[src/include/dbg_cfg.svh]
//////////////////////////////////////////////////////////////////////
// Debug chain configuration
// Widths, command field positions, module IDs and opcodes
//////////////////////////////////////////////////////////////////////
`ifndef DBG_CFG_SVH
`define DBG_CFG_SVH

// Chain and payload widths
`define DBG_DATAREG_LEN   32
`define DBG_MODULE_ID_LEN 2
`define DBG_OP_W          3
`define DBG_ADDR_W        8
`define DBG_DATA_W        16
// 16 data bits plus two status bits
`define DBG_OUT_LEN       18

// Positions in the top shift register
`define DBG_SEL_BIT       31
`define DBG_ID_MSB        30
`define DBG_CMD_MSB       30
`define DBG_CMD_LSB       4
`define DBG_CMD_W         27

// Positions inside cmd_i, i.e. shift register bits 30:4
`define DBG_CMD_OP_MSB    26
`define DBG_CMD_OP_LSB    24
`define DBG_CMD_ADDR_MSB  23
`define DBG_CMD_ADDR_LSB  16
`define DBG_CMD_DATA_MSB  15
`define DBG_CMD_DATA_LSB  0

// Module IDs, code 2 selects nothing as well
`define DBG_ID_BUS        0
`define DBG_ID_CPU        1
`define DBG_ID_RSVD       3

// Module command opcodes
`define DBG_OP_NOP        0
`define DBG_OP_WRITE      1
`define DBG_OP_READ       2
`define DBG_OP_STALL      3

`endif

[src/hdl/dbg_pkg.sv]
//////////////////////////////////////////////////////////////////////
// Debug subsystem types
// Opcode and module-ID enums, request payloads of the two modules
//////////////////////////////////////////////////////////////////////

`include "dbg_cfg.svh"

package dbg_pkg;

  // Module command opcodes, bits 30:28 of a module command
  typedef enum logic [`DBG_OP_W-1:0] {
    OP_NOP   = `DBG_OP_NOP,
    OP_WRITE = `DBG_OP_WRITE,
    OP_READ  = `DBG_OP_READ,
    OP_STALL = `DBG_OP_STALL
  } dbg_op_e;

  // Module IDs carried by a select command
  typedef enum logic [`DBG_MODULE_ID_LEN-1:0] {
    ID_BUS  = `DBG_ID_BUS,
    ID_CPU  = `DBG_ID_CPU,
    ID_RSVD = `DBG_ID_RSVD
  } dbg_mod_id_e;

  // Single bus access, 25 bits
  typedef struct packed {
    logic                   we;
    logic [`DBG_ADDR_W-1:0] addr;
    logic [`DBG_DATA_W-1:0] wdata;
  } bus_req_t;

  // Special-register access on the stalled core, 25 bits
  typedef struct packed {
    logic                   we;
    logic [`DBG_ADDR_W-1:0] reg_addr;
    logic [`DBG_DATA_W-1:0] wdata;
  } cpu_req_t;

endpackage

[src/hdl/dbg_req_slot.sv]
//////////////////////////////////////////////////////////////////////
// One-entry request slot
// Holds a single payload between a valid/ready push and pop
//////////////////////////////////////////////////////////////////////

`timescale 1ns/1ps

module dbg_req_slot #(
  parameter type T = logic
) (
  input  logic tck_i,
  input  logic tlr_i,
  // Push side
  input  logic in_valid_i,
  input  T     in_data_i,
  output logic in_ready_o,
  // Pop side
  output logic out_valid_o,
  output T     out_data_o,
  input  logic out_ready_i
);

  logic full;
  T     data_q;

  // Ready only when empty, so no push and pop in one cycle
  assign in_ready_o  = ~full;
  assign out_valid_o = full;
  assign out_data_o  = data_q;

  always_ff @(posedge tck_i, posedge tlr_i) begin
    if (tlr_i) begin
      full   <= 1'b0;
      data_q <= '0;
    end else if (in_valid_i && in_ready_o) begin
      // Payload stays put until the pop handshake
      full   <= 1'b1;
      data_q <= in_data_i;
    end else if (full && out_ready_i) begin
      full <= 1'b0;
    end
  end

endmodule

[src/hdl/dbg_bus_module.sv]
//////////////////////////////////////////////////////////////////////
// Bus-access debug module
// Single 16-bit reads and writes, read data returned on TDO
//////////////////////////////////////////////////////////////////////

`timescale 1ns/1ps

`include "dbg_cfg.svh"

module dbg_bus_module (
  input  logic                   tck_i,
  input  logic                   tlr_i,
  // Chain side
  input  logic                   tdi_i,
  output logic                   tdo_o,
  input  logic                   shift_dr_i,
  input  logic                   capture_dr_i,
  input  logic                   cmd_update_i,
  input  logic                   module_select_i,
  input  logic [`DBG_CMD_W-1:0]  cmd_i,
  output logic                   inhibit_o,
  // System bus
  output logic                   bus_req_valid_o,
  input  logic                   bus_req_ready_i,
  output logic                   bus_we_o,
  output logic [`DBG_ADDR_W-1:0] bus_addr_o,
  output logic [`DBG_DATA_W-1:0] bus_wdata_o,
  input  logic                   bus_rsp_valid_i,
  input  logic [`DBG_DATA_W-1:0] bus_rdata_i
);

  import dbg_pkg::*;

  dbg_op_e                 cmd_op;
  logic                    access_cmd;
  logic                    push_valid;
  logic                    push_ready;
  bus_req_t                push_req;
  bus_req_t                bus_req;
  logic                    busy;
  logic                    rd_pending;
  logic [`DBG_DATA_W-1:0]  rdata_q;
  logic [`DBG_OUT_LEN-1:0] out_sr;

  //////////////////////////////////////////////////////////////////////
  // Command decode
  //////////////////////////////////////////////////////////////////////

  assign cmd_op = dbg_op_e'(cmd_i[`DBG_CMD_OP_MSB:`DBG_CMD_OP_LSB]);

  // NOP and STALL fall through with no effect
  assign access_cmd = cmd_update_i && module_select_i &&
                      (cmd_op == OP_WRITE || cmd_op == OP_READ);

  // A command arriving while busy is dropped
  assign push_valid     = access_cmd && !busy;
  assign push_req.we    = (cmd_op == OP_WRITE);
  assign push_req.addr  = cmd_i[`DBG_CMD_ADDR_MSB:`DBG_CMD_ADDR_LSB];
  assign push_req.wdata = cmd_i[`DBG_CMD_DATA_MSB:`DBG_CMD_DATA_LSB];

  dbg_req_slot #(
    .T(bus_req_t)
  ) i_slot (
    .tck_i      (tck_i),
    .tlr_i      (tlr_i),
    .in_valid_i (push_valid),
    .in_data_i  (push_req),
    .in_ready_o (push_ready),
    .out_valid_o(bus_req_valid_o),
    .out_data_o (bus_req),
    .out_ready_i(bus_req_ready_i)
  );

  assign bus_we_o    = bus_req.we;
  assign bus_addr_o  = bus_req.addr;
  assign bus_wdata_o = bus_req.wdata;

  //////////////////////////////////////////////////////////////////////
  // Busy tracking and response capture
  //////////////////////////////////////////////////////////////////////

  always_ff @(posedge tck_i, posedge tlr_i) begin
    if (tlr_i) begin
      busy       <= 1'b0;
      rd_pending <= 1'b0;
      rdata_q    <= '0;
    end else if (push_valid && push_ready) begin
      busy       <= 1'b1;
      rd_pending <= ~push_req.we;
    end else if (busy && bus_rsp_valid_i) begin
      // Response ends the transaction, rdata only matters for reads
      busy       <= 1'b0;
      rd_pending <= 1'b0;
      if (rd_pending) begin
        rdata_q <= bus_rdata_i;
      end
    end
  end

  // Hold the module ID until the response is back
  assign inhibit_o = busy;

  // Output register, {read data, error, busy}
  always_ff @(posedge tck_i, posedge tlr_i) begin
    if (tlr_i) begin
      out_sr <= '0;
    end else if (capture_dr_i && module_select_i) begin
      out_sr <= {rdata_q, 1'b0, busy};
    end else if (shift_dr_i && module_select_i) begin
      out_sr <= {tdi_i, out_sr[`DBG_OUT_LEN-1:1]};
    end
  end

  assign tdo_o = out_sr[0];

endmodule

[src/hdl/dbg_cpu_module.sv]
//////////////////////////////////////////////////////////////////////
// CPU debug module
// Stall and breakpoint control, register access on a stalled core
//////////////////////////////////////////////////////////////////////

`timescale 1ns/1ps

`include "dbg_cfg.svh"

module dbg_cpu_module (
  input  logic                   tck_i,
  input  logic                   tlr_i,
  // Chain side
  input  logic                   tdi_i,
  output logic                   tdo_o,
  input  logic                   shift_dr_i,
  input  logic                   capture_dr_i,
  input  logic                   cmd_update_i,
  input  logic                   module_select_i,
  input  logic [`DBG_CMD_W-1:0]  cmd_i,
  output logic                   inhibit_o,
  // Core side
  input  logic                   cpu_bp_i,
  output logic                   cpu_stall_o,
  output logic                   cpu_stb_o,
  output logic                   cpu_we_o,
  output logic [`DBG_ADDR_W-1:0] cpu_addr_o,
  output logic [`DBG_DATA_W-1:0] cpu_data_o,
  input  logic                   cpu_ack_i,
  input  logic [`DBG_DATA_W-1:0] cpu_data_i
);

  import dbg_pkg::*;

  dbg_op_e                 cmd_op;
  logic                    my_cmd;
  logic                    push_valid;
  logic                    push_ready;
  cpu_req_t                push_req;
  cpu_req_t                cpu_req;
  logic                    stall_q;
  logic                    bp_flag;
  logic [`DBG_DATA_W-1:0]  rdata_q;
  logic [`DBG_OUT_LEN-1:0] out_sr;

  //////////////////////////////////////////////////////////////////////
  // Command decode and register access
  //////////////////////////////////////////////////////////////////////

  assign cmd_op = dbg_op_e'(cmd_i[`DBG_CMD_OP_MSB:`DBG_CMD_OP_LSB]);
  assign my_cmd = cmd_update_i && module_select_i;

  // Access only on a stalled core, nothing while one is in flight
  assign push_valid = my_cmd && stall_q &&
                      (cmd_op == OP_WRITE || cmd_op == OP_READ);

  assign push_req.we       = (cmd_op == OP_WRITE);
  assign push_req.reg_addr = cmd_i[`DBG_CMD_ADDR_MSB:`DBG_CMD_ADDR_LSB];
  assign push_req.wdata    = cmd_i[`DBG_CMD_DATA_MSB:`DBG_CMD_DATA_LSB];

  // Ack pops the slot, so the strobe drops the cycle after it
  dbg_req_slot #(
    .T(cpu_req_t)
  ) i_slot (
    .tck_i      (tck_i),
    .tlr_i      (tlr_i),
    .in_valid_i (push_valid),
    .in_data_i  (push_req),
    .in_ready_o (push_ready),
    .out_valid_o(cpu_stb_o),
    .out_data_o (cpu_req),
    .out_ready_i(cpu_ack_i)
  );

  assign cpu_we_o   = cpu_req.we;
  assign cpu_addr_o = cpu_req.reg_addr;
  assign cpu_data_o = cpu_req.wdata;

  // Busy is exactly the slot being full
  assign inhibit_o = ~push_ready;

  //////////////////////////////////////////////////////////////////////
  // Stall, breakpoint and read data
  //////////////////////////////////////////////////////////////////////

  always_ff @(posedge tck_i, posedge tlr_i) begin
    if (tlr_i) begin
      stall_q <= 1'b0;
      bp_flag <= 1'b0;
    end else if (cpu_bp_i) begin
      // Breakpoint wins over a stall command in the same cycle
      stall_q <= 1'b1;
      bp_flag <= 1'b1;
    end else if (my_cmd && cmd_op == OP_STALL) begin
      stall_q <= cmd_i[`DBG_CMD_DATA_LSB];
      if (!cmd_i[`DBG_CMD_DATA_LSB]) begin
        bp_flag <= 1'b0;
      end
    end
  end

  assign cpu_stall_o = stall_q;

  // Read data sampled on the ack edge
  always_ff @(posedge tck_i, posedge tlr_i) begin
    if (tlr_i) begin
      rdata_q <= '0;
    end else if (cpu_stb_o && cpu_ack_i && !cpu_req.we) begin
      rdata_q <= cpu_data_i;
    end
  end

  // Output register, {read data, bp flag, stall}
  always_ff @(posedge tck_i, posedge tlr_i) begin
    if (tlr_i) begin
      out_sr <= '0;
    end else if (capture_dr_i && module_select_i) begin
      out_sr <= {rdata_q, bp_flag, stall_q};
    end else if (shift_dr_i && module_select_i) begin
      out_sr <= {tdi_i, out_sr[`DBG_OUT_LEN-1:1]};
    end
  end

  assign tdo_o = out_sr[0];

endmodule

[src/hdl/dbg_top.sv]
//////////////////////////////////////////////////////////////////////
// Debug chain top
// Input shift register, module select and TDO mux for two modules
//////////////////////////////////////////////////////////////////////

`timescale 1ns/1ps

`include "dbg_cfg.svh"

module dbg_top (
  input  logic                   tck_i,
  input  logic                   tlr_i,
  // TAP strobes and instruction flag
  input  logic                   tdi_i,
  output logic                   tdo_o,
  input  logic                   shift_dr_i,
  input  logic                   capture_dr_i,
  input  logic                   update_dr_i,
  input  logic                   debug_select_i,
  // System bus
  output logic                   bus_req_valid_o,
  input  logic                   bus_req_ready_i,
  output logic                   bus_we_o,
  output logic [`DBG_ADDR_W-1:0] bus_addr_o,
  output logic [`DBG_DATA_W-1:0] bus_wdata_o,
  input  logic                   bus_rsp_valid_i,
  input  logic [`DBG_DATA_W-1:0] bus_rdata_i,
  // Core
  input  logic                   cpu_bp_i,
  output logic                   cpu_stall_o,
  output logic                   cpu_stb_o,
  output logic                   cpu_we_o,
  output logic [`DBG_ADDR_W-1:0] cpu_addr_o,
  output logic [`DBG_DATA_W-1:0] cpu_data_o,
  input  logic                   cpu_ack_i,
  input  logic [`DBG_DATA_W-1:0] cpu_data_i
);

  import dbg_pkg::*;

  logic [`DBG_DATAREG_LEN-1:0] shift_reg;
  dbg_mod_id_e                 module_id;
  logic                        select_cmd;
  logic                        cmd_update;
  logic                        sel_bus;
  logic                        sel_cpu;
  logic                        tdo_bus;
  logic                        tdo_cpu;
  logic                        inhibit_bus;
  logic                        inhibit_cpu;

  //////////////////////////////////////////////////////////////////////
  // Shift register and module ID
  //////////////////////////////////////////////////////////////////////

  // LSB first, new bits enter at the top
  always_ff @(posedge tck_i, posedge tlr_i) begin
    if (tlr_i) begin
      shift_reg <= '0;
    end else if (debug_select_i && shift_dr_i) begin
      shift_reg <= {tdi_i, shift_reg[`DBG_DATAREG_LEN-1:1]};
    end
  end

  assign select_cmd = shift_reg[`DBG_SEL_BIT];
  assign cmd_update = debug_select_i && update_dr_i && !select_cmd;

  // A busy module keeps the chain pointed at itself
  always_ff @(posedge tck_i, posedge tlr_i) begin
    if (tlr_i) begin
      module_id <= ID_BUS;
    end else if (debug_select_i && update_dr_i && select_cmd &&
                 !(inhibit_bus || inhibit_cpu)) begin
      module_id <= dbg_mod_id_e'(
        shift_reg[`DBG_ID_MSB -: `DBG_MODULE_ID_LEN]);
    end
  end

  assign sel_bus = (module_id == ID_BUS);
  assign sel_cpu = (module_id == ID_CPU);

  // Reserved and unused codes drive TDO low
  always_comb begin
    case (module_id)
      ID_BUS:  tdo_o = tdo_bus;
      ID_CPU:  tdo_o = tdo_cpu;
      default: tdo_o = 1'b0;
    endcase
  end

  //////////////////////////////////////////////////////////////////////
  // Debug modules
  //////////////////////////////////////////////////////////////////////

  dbg_bus_module i_bus (
    .tck_i(tck_i), .tlr_i(tlr_i), .tdi_i(tdi_i), .tdo_o(tdo_bus),
    .shift_dr_i(shift_dr_i), .capture_dr_i(capture_dr_i),
    .cmd_update_i(cmd_update), .module_select_i(sel_bus),
    .cmd_i(shift_reg[`DBG_CMD_MSB:`DBG_CMD_LSB]), .inhibit_o(inhibit_bus),
    .bus_req_valid_o(bus_req_valid_o), .bus_req_ready_i(bus_req_ready_i),
    .bus_we_o(bus_we_o), .bus_addr_o(bus_addr_o), .bus_wdata_o(bus_wdata_o),
    .bus_rsp_valid_i(bus_rsp_valid_i), .bus_rdata_i(bus_rdata_i)
  );

  dbg_cpu_module i_cpu (
    .tck_i(tck_i), .tlr_i(tlr_i), .tdi_i(tdi_i), .tdo_o(tdo_cpu),
    .shift_dr_i(shift_dr_i), .capture_dr_i(capture_dr_i),
    .cmd_update_i(cmd_update), .module_select_i(sel_cpu),
    .cmd_i(shift_reg[`DBG_CMD_MSB:`DBG_CMD_LSB]), .inhibit_o(inhibit_cpu),
    .cpu_bp_i(cpu_bp_i), .cpu_stall_o(cpu_stall_o), .cpu_stb_o(cpu_stb_o),
    .cpu_we_o(cpu_we_o), .cpu_addr_o(cpu_addr_o), .cpu_data_o(cpu_data_o),
    .cpu_ack_i(cpu_ack_i), .cpu_data_i(cpu_data_i)
  );

endmodule

[config.mk]
export PLATFORM = sky130hd
export DESIGN_NAME = dbg_top
export DESIGN_NICKNAME = d
export VERILOG_FILES = /design/src/hdl/dbg_pkg.sv /design/src/hdl/dbg_req_slot.sv /design/src/hdl/dbg_bus_module.sv /design/src/hdl/dbg_cpu_module.sv /design/src/hdl/dbg_top.sv
export VERILOG_INCLUDE_DIRS = /design/src /design/src/include
export SDC_FILE = /design/constraint.sdc
export NUM_CORES = 1
export LEC_CHECK = 0
export BUFFER_PORTS_ARGS = -buffer_cell sky130_fd_sc_hd__buf_2
export CAP_MARGIN = 20
export CORE_MARGIN = 4
export CORE_UTILIZATION = 33
export CTS_BUF_LIST = sky130_fd_sc_hd__clkbuf_8
export DETAILED_ROUTE_END_ITERATION = 10
export PLACE_DENSITY = 0.51
export RECOVER_POWER = 25
export SYNTH_ARGS = -nofsm -noshare
export SYNTH_HDL_FRONTEND = slang
export SYNTH_SLANG_ARGS = --single-unit
[constraint.sdc]
create_clock -name tck_i -period 15.3 [get_ports tck_i]
set_input_delay 4.59 -clock tck_i [delete_from_list [all_inputs] [get_ports tck_i]]
set_output_delay 4.59 -clock tck_i [all_outputs]
set_load 0.02 [all_outputs]
==> Yosys cells after proc, flatten, opt, wreduce, memory -nomap -nowiden <==
Cells that the tools add are included.
{ "word_totals": {"ff_bits": 158, "word_cells": 81, "input_bits": 43} }
{ "op_classes": {"n_reduce_logical": 37, "n_bitwise": 4, "eq_ne": 5, "mux": 17} }
{ "op_table": {"columns": ["op", "n"], "rows": [
  ["$mux W18", 4],
  ["$logic_and A1 B1 Y1", 22],
  ["$mux W1", 12],
  ["$reduce_bool A2 Y1", 6],
  ["$eq A3 B2 Y1 const B", 2],
  ["$logic_not A1 Y1", 4],
  ["$not A1 Y1", 4],
  ["$eq A3 B1 Y1 const B", 1],
  ["$reduce_and A3 Y1", 1],
  ["$eq A2 B1 Y1 const B", 1],
  ["$logic_not A2 Y1", 1],
  ["$logic_or A1 B1 Y1", 2],
  ["$ne A2 B2 Y1 const B", 1],
  ["$pmux W1 S2", 1],
  ["$reduce_and A2 Y1", 1]
]} }

==> Longest topological paths before layout <==
{ "depth": {"ltp_word": 8, "mapped_depth": 6, "depth_no_buf": 3} }

==> Cells and area by module <==
A second synthesis with hierarchy kept.
{ "unflattened": {"cells_unflattened": 430, "area_unflattened_um2": 6443.7} }
{ "modules_own_cells": {"columns": ["module", "cells_each", "area_per_inst_um2", "n_inst"], "rows": [
  ["dbg_req_slot", 58, 1058.5, 2],
  ["dbg_bus_module", 115, 1599.0, 1],
  ["dbg_cpu_module", 128, 1569.0, 1],
  ["dbg_top", 71, 1158.6, 1]
]} }

==> Worst setup path after synthesis <==
No wires, ideal clock.
{ "synth_timing": {"path_kind": "in2reg", "startpoint": "input port debug_select_i", "endpoint": "register i_bus.i_slot.data_q (netlist bit i_bus.i_slot.out_data_o[10])", "path_stages": 4, "setup_ns": 0.125, "slack_ns": 9.663, "n_path_buf": 1, "arrival_ns": 5.511, "cell_sequence": "and4bb_2 > nand3_4 > buf_6 > mux2_4"} }
{ "synth_between": {"elab_chain_len": 6} }
{ "synth_rtl": {"columns": ["item", "line", "text"], "rows": [
  ["from (decl)", "dbg_top.sv:19", "input logic debug_select_i,"],
  ["$logic_and A1 B1 Y1 (2 in a row)", "dbg_top.sv:66", "assign cmd_update = debug_select_i && update_dr_i && !select_cmd;"],
  ["$logic_and A1 B1 Y1 (2 in a row)", "dbg_bus_module.sv:52", "assign access_cmd = cmd_update_i && module_select_i &&"],
  ["$logic_and A1 B1 Y1", "dbg_bus_module.sv:56", "assign push_valid = access_cmd && !busy;"],
  ["$logic_and A1 B1 Y1", "dbg_req_slot.sv:35", "end else if (in_valid_i && in_ready_o) begin"],
  ["to (signal assigned)", "dbg_req_slot.sv:38", "data_q <= in_data_i;"],
  ["to (decl)", "dbg_req_slot.sv:24", "T data_q;"]
]} }
Every way passes these cells.
A chain may end at the register's enable or synchronous reset.

==> implementation parameters <==
Parameter                              Value

Placement
  Cell area after placement    ~0.007 sq mm
  Final HPWL DP    roughly 8.3 mm
  Final estimated routing congestion in global placement    approximately 0.7
  Number of port buffers    96
  Cell total after placement    between 700 and 800

Clock network
  Number of sinks on the clock net    approximately 150
  Worst-skew pair later-pin latency    approximately 0.45 ns
  Total CTS buffers    17
  Library cell used as clock root buffer    sky130_fd_sc_hd__clkbuf_8
  Clk slew on worst S/H paths    about 0.08 ns
  Number of setup buffers added after CTS    0
  CTS tree    yes
  # H-tree levels    4
  Maximum clock path buffer count    2
  CTS Hold Buffers Added    0
  Total of cells resized after clock tree synthesis    0

Setup path
  Setup crit end kind    asynchronous set/reset pin
  Number of cell instances on the worst register-to-register path    3
  Critical Path Start Type    primary input
  CP Data Required Time    15.74 ns
  Worst setup path class    primary input to asynchronous set/reset pin
  Worst Setup SP    tlr_i
  Crit path arrival time    around 7.6 ns
  FF-to-FF setup slack    approximately 13 ns
  Highest fanout seen on the critical path    a little under 80
  Startpoint of the most critical register-to-register path    shift_reg[30]

Floorplanning
  Die Span X    approximately 150 um
  Number of top-level pins    slightly below 100
  Core area    between 0.015 and 0.02 sq mm
  Die Area    between 0.02 and 0.025 sq mm
  Die height    147 um
  Std-Cell Rows    50
  Initial core utilization    0.338

Timing
  Period utilisation layout    0.470
  Slew Limit Fails    110
  Worst rel slew slack    -1.31
  Highest achievable clock rate    ~140 MHz
  Setup violators final    0
  Unrepaired setup endpoints after global routing    false
  Clock period minus worst slack    7.19 ns
  Post-route clock skew    0.0151 ns
  Final hold slack    0.506 ns
  Setup tns final    0 ns
  Slew @ Worst Pin    roughly 3.4 ns
  Final hold vios    0

Final layout
  Synthesis-to-layout area growth    18.0%
  Final instance area    approximately 0.0075 sq mm
  Final layout net count    585
  Share of cells above drive strength 1    0.445
  Max reg flops    28
  Count of inserted antenna diode cells    0
  Non-filler instance count after layout    between 800 and 900
  # fillers    approximately 1.8k

Pwr
  Leakage    around 0.0038 uW
  Pwr/cell area    163 mW/mm^2
  Worst IR drop on VDD    ~0.073 mV

Synth
  Mapped Avg Cell Area    ~14 sq um
  Main synth FF type    sky130_fd_sc_hd__dfrtp_1
  Synthesized Nets    ~500
  Number of flops mapped to enable cells by yosys    0
  Number of instances in the synthesized netlist    447
  Synthesis warning total    0
  Sequential element share of the synthesized area    0.606
  Number of distinct library cells after synthesis    36
  Cell area after technology mapping    around 0.0064 sq mm
  Share of flip-flops with an asynchronous set or reset after synthesis    1.00
  Number of storage elements in the synthesis netlist    154

Global route
  Via count of the first global-routing pass    a little under 4k
  Global-route wire length before repair    about 21 mm
  Pin count of the biggest net entering global routing    approximately 80
  Initial antenna violation count    1
  Overflow after GRT    0
  Total routing usage reported by global routing    0.120

Routing
  Via count normalized by instance count    approximately 4.7
  Number of DRC violations after detailed-routing iteration 0    141
  Antenna Nets Post-Route    0
  DRC Markers    0
  Routed len/inst    between 15 and 20 um
  Vias after detailed routing    just under 4k
  Wire length after detailed routing    12.6 mm
  Iteration count of the initial detailed-routing pass    4

Run
  Number of max-capacitance violations reported    2

Run status
  Violations in the final reports    max-capacitance violations, max-slew violations
  Status    complete, but fails checks

Hold path
  Startpoint of the tightest hold check path    i_cpu.i_slot.out_data_o[4]
  Worst hold path depth    1
  Type of the most critical hold path    register to register
==> power by group <==
part           switching [uW]  total [uW]  internal (uW)
logic                     138         282            143
clock network             160         330            170
registers                83.4         609            526
==> final timing paths <==
| kind | end |
|---|---|
| min in group asynchronous | i_bus.rdata_q[3] |
| worst max-delay path | shift_reg[27] |
| max in group tck_i | shift_reg[6] |
| worst min-delay path | i_cpu.i_slot.out_data_o[4] |
| worst max register to register | i_bus.i_slot.out_data_o[14] |
| worst min register to register | i_cpu.i_slot.out_data_o[4] |
==> kinds of logic (layout without fill, tap and decap cells) <==
family / count (synthesis) / count (layout) / share of synthesized area
flops: 154 / 154 / 0.606
mux: 127 / 127 / 0.243
compound gates: 87 / 87 / 0.0789
buf+inv: 53 / 161 / 0.0382
simple gates: 25 / 25 / 0.0313
xor+xnor: 1 / 1 / 0.00256
==> routing by layer <==
layer,vias to the layer above,part of all wire,GRT usage
met1,1927,0.48,0.168
li1,1809,-,-
met3,17,0.052,0.0349
met2,96,0.45,0.179
met5,-,0.00056,0
met4,2,0.013,0.0405
==> worst max-delay path, stage by stage <==
cell	delay (ns)
sky130_fd_sc_hd__clkbuf_1	0.08
sky130_fd_sc_hd__clkinvlp_2	1.91
sky130_fd_sc_hd__buf_4	0.99
==> Yosys cell counts (2+ instances only) <==
cell | instances | area (sq um)
sky130_fd_sc_hd__inv_1 | 27 | 101
sky130_fd_sc_hd__nand3_1 | 3 | 15.0
sky130_fd_sc_hd__dfrtp_1 | 154 | 3850
sky130_fd_sc_hd__o21ai_0 | 42 | 210
sky130_fd_sc_hd__nand2_1 | 4 | 15.0
sky130_fd_sc_hd__mux2i_1 | 18 | 180
sky130_fd_sc_hd__buf_2 | 8 | 40.0
sky130_fd_sc_hd__nand3_4 | 2 | 35.0
sky130_fd_sc_hd__buf_6 | 4 | 45.0
sky130_fd_sc_hd__o22ai_1 | 35 | 219
sky130_fd_sc_hd__mux2_4 | 37 | 556
sky130_fd_sc_hd__mux2_2 | 72 | 811
sky130_fd_sc_hd__o41ai_1 | 2 | 17.5
sky130_fd_sc_hd__a31oi_1 | 2 | 12.5
sky130_fd_sc_hd__clkbuf_1 | 12 | 45.0
sky130_fd_sc_hd__and4bb_2 | 2 | 25.0
sky130_fd_sc_hd__nor2_1 | 4 | 15.0
==> layout make-up <==
type                       count  area, sq um  share of cell area
multi-input combinational    240         2270               0.302
clock inverter                14          185              0.0247
clock buffer                  18          248              0.0330
sequential                   154         3850               0.514
timing repair buffer         101          515              0.0687
inverter                      28          106              0.0142
tap                          260          325              0.0434
==> metrics by stage <==
step / setup slack (ns) / util / total power (uW)
global route: 7.32 / 0.398 / 1300
detailed placement: 8.88 / 0.375 / 903
CTS: 9.09 / 0.398 / 1240
global placement: 8.99 / 0.375 / 890
finish: 8.11 / 0.398 / 1220
floorplan: 6.56 / - / 821
==> placed cells by master, fill, tap and decap left out, types with 2 or more instances in the layout <==
cell type / synthesis / final
sky130_fd_sc_hd__mux2_2: 72 / 72
sky130_fd_sc_hd__clkbuf_1: 12 / 3
sky130_fd_sc_hd__o21ai_0: 42 / 43
sky130_fd_sc_hd__buf_2: 8 / 94
sky130_fd_sc_hd__o22ai_1: 35 / 35
sky130_fd_sc_hd__nand2_1: 4 / 4
sky130_fd_sc_hd__nand3_4: 2 / 2
sky130_fd_sc_hd__mux2i_1: 18 / 18
sky130_fd_sc_hd__clkbuf_8: 0 / 18
sky130_fd_sc_hd__buf_4: 1 / 3
sky130_fd_sc_hd__nor2_1: 4 / 4
sky130_fd_sc_hd__clkinv_4: 0 / 3
sky130_fd_sc_hd__a31oi_1: 2 / 2
sky130_fd_sc_hd__dfrtp_1: 154 / 154
sky130_fd_sc_hd__o41ai_1: 2 / 2
sky130_fd_sc_hd__nand3_1: 3 / 3
sky130_fd_sc_hd__inv_1: 27 / 26
sky130_fd_sc_hd__inv_6: 0 / 4
sky130_fd_sc_hd__bufinv_16: 0 / 3
sky130_fd_sc_hd__clkinvlp_4: 0 / 3
sky130_fd_sc_hd__mux2_4: 37 / 37
(Power assumes the default switching activity.)
